$ cat src/source/looper_pkg.sv
package looper_pkg;

   localparam int data_w    = 16;
   localparam int pc_w      = 16;
   localparam int num_regs  = 8;
   localparam int reg_idx_w = 3;

   typedef logic [data_w-1:0]    data_t;
   typedef logic [pc_w-1:0]      pc_t;
   typedef logic [15:0]          inst_t;
   typedef logic [reg_idx_w-1:0] reg_idx_t;

   // instruction word
   //   [15:12] opcode  [11:9] rd  [8:6] rs1  [5:3] rs2
   //   addi takes imm6 from [5:0], ldi takes imm8 from [7:0]
   typedef enum logic [3:0] {
      op_nop  = 4'h0,
      op_add  = 4'h1,
      op_sub  = 4'h2,
      op_and  = 4'h3,
      op_or   = 4'h4,
      op_xor  = 4'h5,
      op_addi = 4'h6,
      op_ldi  = 4'h7,
      op_mul  = 4'h8
   } opcode_t;

   typedef enum logic [2:0] {
      alu_add  = 3'd0,
      alu_sub  = 3'd1,
      alu_and  = 3'd2,
      alu_or   = 3'd3,
      alu_xor  = 3'd4,
      alu_pass = 3'd5,
      alu_mul  = 3'd6
   } alu_mode_t;

   // fetch to decode
   typedef struct packed {
      logic  valid;
      pc_t   pc;
      inst_t inst;
   } fetch_t;

   // decode to execute
   typedef struct packed {
      logic      valid;
      alu_mode_t mode;
      reg_idx_t  rd;
      data_t     op_a;
      data_t     op_b;
   } exec_op_t;

   // execute result, also the write-back port
   typedef struct packed {
      logic     valid;
      reg_idx_t dst;
      data_t    data;
   } wb_result_t;

endpackage

$ cat src/source/fetch_unit.sv
`timescale 1ns/1ps

module fetch_unit (
   input  logic              clk,
   input  logic              rst_n,
   input  logic              stall,
   input  looper_pkg::pc_t   extern_pc,
   input  logic              extern_pc_en,
   input  looper_pkg::inst_t inst_data,
   output looper_pkg::pc_t   inst_addr,
   output looper_pkg::fetch_t fetch,
   output logic              pc_change
);
   import looper_pkg::*;

   pc_t pc;
   pc_t pc_next;

   assign pc_next = pc + pc_t'(1);

   always_ff @(posedge clk) begin
      if (!rst_n) begin
         pc <= '0;
      end else if (extern_pc_en) begin
         pc <= extern_pc;
      end else if (!stall) begin
         pc <= pc_next;
      end
   end

   // external load wins over stall and drops the fetched word
   always_ff @(posedge clk) begin
      if (!rst_n) begin
         fetch.valid <= 1'b0;
      end else if (extern_pc_en) begin
         fetch.valid <= 1'b0;
      end else if (!stall) begin
         fetch.valid <= 1'b1;
         fetch.pc    <= pc;
         fetch.inst  <= inst_data;
      end
   end

   assign inst_addr = pc;

   // pc moved off the reset vector
   assign pc_change = (pc != '0);

endmodule

$ cat src/source/decode_unit.sv
`timescale 1ns/1ps

module decode_unit (
   input  logic                   clk,
   input  logic                   rst_n,
   input  looper_pkg::fetch_t     fetch,
   input  looper_pkg::wb_result_t wb,
   output looper_pkg::reg_idx_t   rs1,
   output looper_pkg::reg_idx_t   rs2,
   input  looper_pkg::data_t      rd1,
   input  looper_pkg::data_t      rd2,
   output logic                   stall,
   output looper_pkg::exec_op_t   op
);
   import looper_pkg::*;

   opcode_t   opcode;
   reg_idx_t  rd_idx;
   data_t     imm6;
   data_t     imm8;
   alu_mode_t mode;
   data_t     op_a;
   data_t     op_b;
   logic      use_rs1;
   logic      use_rs2;
   logic      writes;
   logic      issue;
   exec_op_t  op_next;

   // destination still in flight in execute or on the write-back port
   function automatic logic pending(input reg_idx_t idx, input exec_op_t ex,
                                    input wb_result_t res);
      pending = (ex.valid && (ex.rd == idx)) || (res.valid && (res.dst == idx));
   endfunction

   assign opcode = opcode_t'(fetch.inst[15:12]);
   assign rd_idx = fetch.inst[11:9];
   assign rs1    = fetch.inst[8:6];
   assign rs2    = fetch.inst[5:3];
   assign imm6   = data_t'(fetch.inst[5:0]);
   assign imm8   = data_t'(fetch.inst[7:0]);

   always_comb begin
      mode    = alu_pass;
      op_a    = rd1;
      op_b    = rd2;
      use_rs1 = 1'b0;
      use_rs2 = 1'b0;
      writes  = 1'b1;
      case (opcode)
         op_add, op_sub, op_and, op_or, op_xor, op_mul: begin
            use_rs1 = 1'b1;
            use_rs2 = 1'b1;
            case (opcode)
               op_add:  mode = alu_add;
               op_sub:  mode = alu_sub;
               op_and:  mode = alu_and;
               op_or:   mode = alu_or;
               op_xor:  mode = alu_xor;
               default: mode = alu_mul;
            endcase
         end
         op_addi: begin
            mode    = alu_add;
            op_b    = imm6;
            use_rs1 = 1'b1;
         end
         op_ldi: begin
            op_a = '0;
            op_b = imm8;
         end
         // nop and unused codes retire nothing
         default: writes = 1'b0;
      endcase
   end

   assign stall = fetch.valid &&
                  ((use_rs1 && pending(rs1, op, wb)) || (use_rs2 && pending(rs2, op, wb)));

   // bubble while stalled
   assign issue = fetch.valid && writes && !stall;

   always_comb begin
      op_next.valid = issue;
      op_next.mode  = mode;
      op_next.rd    = rd_idx;
      op_next.op_a  = op_a;
      op_next.op_b  = op_b;
   end

   always_ff @(posedge clk) begin
      if (!rst_n) begin
         op.valid <= 1'b0;
      end else begin
         op <= op_next;
      end
   end

endmodule

$ cat src/source/execute_unit.sv
`timescale 1ns/1ps

module execute_unit (
   input  logic                   clk,
   input  logic                   rst_n,
   input  looper_pkg::exec_op_t   op,
   output looper_pkg::wb_result_t result
);
   import looper_pkg::*;

   data_t alu_out;
   data_t product;

   // low half of the 16x16 product
   assign product = op.op_a * op.op_b;

   always_comb begin
      case (op.mode)
         alu_add:  alu_out = op.op_a + op.op_b;
         alu_sub:  alu_out = op.op_a - op.op_b;
         alu_and:  alu_out = op.op_a & op.op_b;
         alu_or:   alu_out = op.op_a | op.op_b;
         alu_xor:  alu_out = op.op_a ^ op.op_b;
         alu_mul:  alu_out = product;
         // ldi lands here with the immediate in op_b
         alu_pass: alu_out = op.op_b;
         default:  alu_out = op.op_b;
      endcase
   end

   always_ff @(posedge clk) begin
      if (!rst_n) begin
         result.valid <= 1'b0;
      end else begin
         result.valid <= op.valid;
         result.dst   <= op.rd;
         result.data  <= alu_out;
      end
   end

endmodule

$ cat src/source/writeback_regfile.sv
`timescale 1ns/1ps

module writeback_regfile (
   input  logic                   clk,
   input  logic                   rst_n,
   input  looper_pkg::wb_result_t wb,
   input  looper_pkg::reg_idx_t   rs1,
   input  looper_pkg::reg_idx_t   rs2,
   output looper_pkg::data_t      rd1,
   output looper_pkg::data_t      rd2
);
   import looper_pkg::*;

   data_t regs [num_regs];

   always_ff @(posedge clk) begin
      if (!rst_n) begin
         for (int i = 0; i < num_regs; i++) begin
            regs[i] <= '0;
         end
      end else if (wb.valid) begin
         regs[wb.dst] <= wb.data;
      end
   end

   // write-through so decode sees the result on the cycle it retires
   assign rd1 = (wb.valid && (wb.dst == rs1)) ? wb.data : regs[rs1];
   assign rd2 = (wb.valid && (wb.dst == rs2)) ? wb.data : regs[rs2];

endmodule

$ cat src/source/looper_top.sv
`timescale 1ns/1ps

module looper_top (
   input  logic                   clk,
   input  logic                   rst_n,
   input  looper_pkg::pc_t        extern_pc,
   input  logic                   extern_pc_en,
   input  looper_pkg::inst_t      inst_data,
   output looper_pkg::pc_t        inst_addr,
   output logic                   pc_change,
   output looper_pkg::wb_result_t wb
);
   import looper_pkg::*;

   fetch_t   fetch;
   exec_op_t op;
   reg_idx_t rs1;
   reg_idx_t rs2;
   data_t    rd1;
   data_t    rd2;
   logic     stall;

   fetch_unit u_fetch (
      .clk          (clk),
      .rst_n        (rst_n),
      .stall        (stall),
      .extern_pc    (extern_pc),
      .extern_pc_en (extern_pc_en),
      .inst_data    (inst_data),
      .inst_addr    (inst_addr),
      .fetch        (fetch),
      .pc_change    (pc_change)
   );

   // wb also feeds the scoreboard in decode
   decode_unit u_decode (
      .clk   (clk),
      .rst_n (rst_n),
      .fetch (fetch),
      .wb    (wb),
      .rs1   (rs1),
      .rs2   (rs2),
      .rd1   (rd1),
      .rd2   (rd2),
      .stall (stall),
      .op    (op)
   );

   execute_unit u_execute (
      .clk    (clk),
      .rst_n  (rst_n),
      .op     (op),
      .result (wb)
   );

   writeback_regfile u_regfile (
      .clk   (clk),
      .rst_n (rst_n),
      .wb    (wb),
      .rs1   (rs1),
      .rs2   (rs2),
      .rd1   (rd1),
      .rd2   (rd2)
   );

endmodule

$ cat config.mk
export PLATFORM = sky130hd
export DESIGN_NAME = looper_top
export DESIGN_NICKNAME = d
export VERILOG_FILES = /design/src/source/looper_pkg.sv /design/src/source/fetch_unit.sv /design/src/source/decode_unit.sv /design/src/source/execute_unit.sv /design/src/source/writeback_regfile.sv /design/src/source/looper_top.sv
export SDC_FILE = /design/constraint.sdc
export NUM_CORES = 1
export LEC_CHECK = 0
export BUFFER_PORTS_ARGS = -buffer_cell sky130_fd_sc_hd__buf_2
export CORE_MARGIN = 4
export CORE_UTILIZATION = 68
export CTS_CLUSTER_DIAMETER = 120
export CTS_CLUSTER_SIZE = 20
export DETAILED_ROUTE_END_ITERATION = 8
export GPL_ROUTABILITY_DRIVEN = 0
export PLACE_DENSITY = 0.95
export SLEW_MARGIN = 20
export SYNTH_ARGS = -nofsm -noshare
export SYNTH_HDL_FRONTEND = slang
export SYNTH_SLANG_ARGS = --single-unit
$ cat constraint.sdc
create_clock -name clk -period 12.5 [get_ports clk]
set_input_delay 2.5 -clock clk [delete_from_list [all_inputs] [get_ports clk]]
set_output_delay 2.5 -clock clk [all_outputs]
set_load 0.01 [all_outputs]
==> flow_summary.json <==
{
  "post_cts_resize_count": 0,
  "timing.hold.worst.class": "reg -> reg",
  "setup_tns_ps": 0,
  "clock_path_buffers": 3,
  "number_of_register_bits_inferred_by_synthesis": 223,
  "finalHoldViolations": 0,
  "global_route_wire_length_before_repair_mm": 69.9,
  "synthDominantCellAreaShare": 0.361,
  "synth_area_leader_cell": "sky130_fd_sc_hd__edfxtp_1",
  "synthToLayoutAreaGrowth_pct": 5.78,
  "report.final.slew_viol_count": 0,
  "worst-r2r-setup-slack_ps": 6460,
  "placed_area_um2": 17300,
  "drt_pre_antenna_iters": 9,
  "final_nets": 1784,
  "proportion_of_layout_cells_with_a_drive_suffix_above_1": 0.115,
  "min_clock_period_post_route_ps": 6040,
  "timing.hold.ws_ps": 439,
  "critPathMaxFanout": 9,
  "cts-htree-levels": 1,
  "worstSkewPairLatency_ps": 480,
  "num_rows": 57,
  "yosys.cell_types.count": 70,
  "synth-main-ff-cell": "sky130_fd_sc_hd__edfxtp_1",
  "synth_edf_count": 201,
  "antenna_cells_inserted": 0,
  "critical_path.startpoint": "u_decode.op[4]",
  "worst_r2r_endpoint": "u_execute.result[15]",
  "die_width_um": 165,
  "synth-async-reset-ratio": 0,
  "timing.clock.skew_ps": 22.5,
  "syn-cell-area_um2": 16700,
  "vdd.ir_drop.worst_mv": 0.241,
  "tightest_slew_ps": 1230,
  "timing.max_cap.violations": 0,
  "final_min_period_over_clock_period": 0.483,
  "cts_hold_buf": 0,
  "via_per_inst": 6.75,
  "reg2regPathDepth": 19,
  "clockRootBuffer": "sky130_fd_sc_hd__clkbuf_16",
  "vias": 12800,
  "cts.repair_timing.setup_buffer_count": 0,
  "drtIter0Drc": 2050,
  "first_global_vias": 12800,
  "outcome": "finished with violations",
  "cellPowerDensity_nw_per_um2": 157,
  "cp-endpoint": "u_execute.result[15]",
  "synth_nets": 1756,
  "die_extent_in_y_um": 165,
  "grt_start_max_net_pins": 52,
  "failed_checks": "DRC",
  "worst_r2r_startpoint": "u_decode.op[4]",
  "grtUsageTotal": 0.331,
  "cp.arrival_ps": 6250,
  "numCtsBuffers": 15,
  "portBuffers": 71,
  "synth.top_cells.by_count": "sky130_fd_sc_hd__edfxtp_1 (201), sky130_fd_sc_hd__inv_1 (151), sky130_fd_sc_hd__nor2_1 (143), sky130_fd_sc_hd__nand2_1 (131), sky130_fd_sc_hd__and2_1 (130)",
  "critical_path_required_ps": 12710,
  "synth-warning-count": 0,
  "leakage_uw": 0.00730,
  "start_util": 0.689,
  "synth-seq-area-share": 0.387,
  "grt_overflow_total": 0,
  "post-dp-hpwl_mm": 31.5,
  "postRouteAntennaNets": 0,
  "detail_route.drc_violations": 1,
  "endpoint_kind": "flop",
  "layout.filler_cells": 1507,
  "setup_viol": 0,
  "clkSlewWorstSetupHoldPaths_ps": 90,
  "cts_tree": "built",
  "finalWirelength_mm": 44.6,
  "fmaxAchievable_mhz": 166,
  "startpoint_type": "flop",
  "synth.top_cells.by_area": "sky130_fd_sc_hd__edfxtp_1 (36%), sky130_fd_sc_hd__fa_1 (9.7%), sky130_fd_sc_hd__mux4_2 (8.6%), sky130_fd_sc_hd__ha_1 (7.4%), sky130_fd_sc_hd__and2_1 (4.9%)",
  "timing_worst_setup_path_type": "reg -> reg",
  "core_um2": 24200,
  "postSynthCellCount": 1541,
  "post-route-cell-area_um2": 17700,
  "antenna_violations_before_repair": 0,
  "dieArea_um2": 27200,
  "unrepaired_setup_endpoints_after_global_routing": "no",
  "timing.max_slew.rel_slack": 0.179,
  "wire_per_inst_um": 23.5,
  "clock_sinks": 223,
  "yosys.cell_count.top_type": "sky130_fd_sc_hd__edfxtp_1",
  "ioPinCount": 72,
  "avgSynthCellArea_um2": 10.8
}
-- report_power, final --
group / internal (µW) / total, µW / leakage, µW / switching (µW)
Clock: 226 / 475 / 0.000201 / 249
Sequential: 864 / 955 / 0.00222 / 91.6
Combinational: 596 / 1350 / 0.00487 / 750
Total: 1690 / 2780 / 0.00730 / 1090
-- final cells by class --
cell class	instances	area [µm²]	share of cell area
Clock inverter	1	20.0	0.00113
Inverter	160	601	0.0340
Timing Repair Buffer	87	475	0.0269
Clock buffer	20	394	0.0223
Multi-Input combinational cell	1082	9310	0.526
Tap cell	324	405	0.0229
Sequential cell	223	6480	0.366
-- routing by layer --
metal	vias up	GRT usage	share of wire
met5	-	0	0
met4	0	0.147	0.058
met3	245	0.0571	0.11
met2	1052	0.560	0.49
met1	6090	0.423	0.35
li1	5411	-	-
-- cells in the final DEF (no fill, tap or decap), drive strengths merged, types with 69 or more instances in the layout --
cell and n:
edfxtp 201, inv 154, nor2 143, nand2 131, and2 130, ha 99, buf 87, fa 81
xnor2 70, o21ai 69
-- worst max-delay path, stage by stage, from the launching register on --
cell	delay, ps
sky130_fd_sc_hd__edfxtp_1	660
sky130_fd_sc_hd__clkinv_1	450
sky130_fd_sc_hd__nor2_1	280
sky130_fd_sc_hd__fa_1	420
sky130_fd_sc_hd__inv_1	80
sky130_fd_sc_hd__fa_1	440
sky130_fd_sc_hd__fa_1	500
sky130_fd_sc_hd__fa_1	550
sky130_fd_sc_hd__inv_1	50
sky130_fd_sc_hd__fa_1	470
sky130_fd_sc_hd__inv_1	50
sky130_fd_sc_hd__fa_1	470
sky130_fd_sc_hd__inv_1	40
sky130_fd_sc_hd__ha_1	330
sky130_fd_sc_hd__nand3_1	110
sky130_fd_sc_hd__a21oi_1	60
sky130_fd_sc_hd__o31ai_1	350
sky130_fd_sc_hd__xnor2_1	180
sky130_fd_sc_hd__o221a_1	230
sky130_fd_sc_hd__a21oi_2	40
-- cells by family after synthesis --
family,count (synthesis),share of synthesized area
flip-flops,223,0.387
buffers and inverters,236,0.0558
XOR/XNOR,86,0.0459
AND/OR/NAND/NOR,487,0.141
adder cells (fa/ha/maj),180,0.171
multiplexers,105,0.111
AO/OA/AOI/OAI,224,0.0883
-- registers in the layout, indices dropped and copies added (netlist names), named ones only --
signal / count
u_fetch.fetch: 17
u_decode.op: 39
u_fetch.inst_addr: 16
u_regfile.regs: 128
u_execute.result: 20
-- metrics by stage --
step	util	std cells	setup slack (ps)	total power, µW
4_1_cts	0.729	1897	6560	2750
5_1_grt	0.729	1897	6280	2960
6_report	0.729	1897	6460	2780
2_1_floorplan	-	1541	6890	1940
3_5_place_dp	0.712	1876	6570	2280
3_3_place_gp	0.712	1876	6770	2200
-- how the worst min path moves through the flow --
stage | start | end | cells after the start
3_3_place_gp | u_fetch.fetch[10] | u_decode.op[33] | 0
6_report | u_fetch.fetch[10] | u_decode.op[33] | 0
5_1_grt | u_fetch.fetch[10] | u_decode.op[33] | 0
2_1_floorplan | u_fetch.fetch[9] | u_decode.op[32] | 0
3_5_place_dp | u_fetch.fetch[10] | u_decode.op[33] | 0
4_1_cts | u_fetch.fetch[10] | u_decode.op[33] | 0
Note: power is estimated with default switching activity, not from simulation.
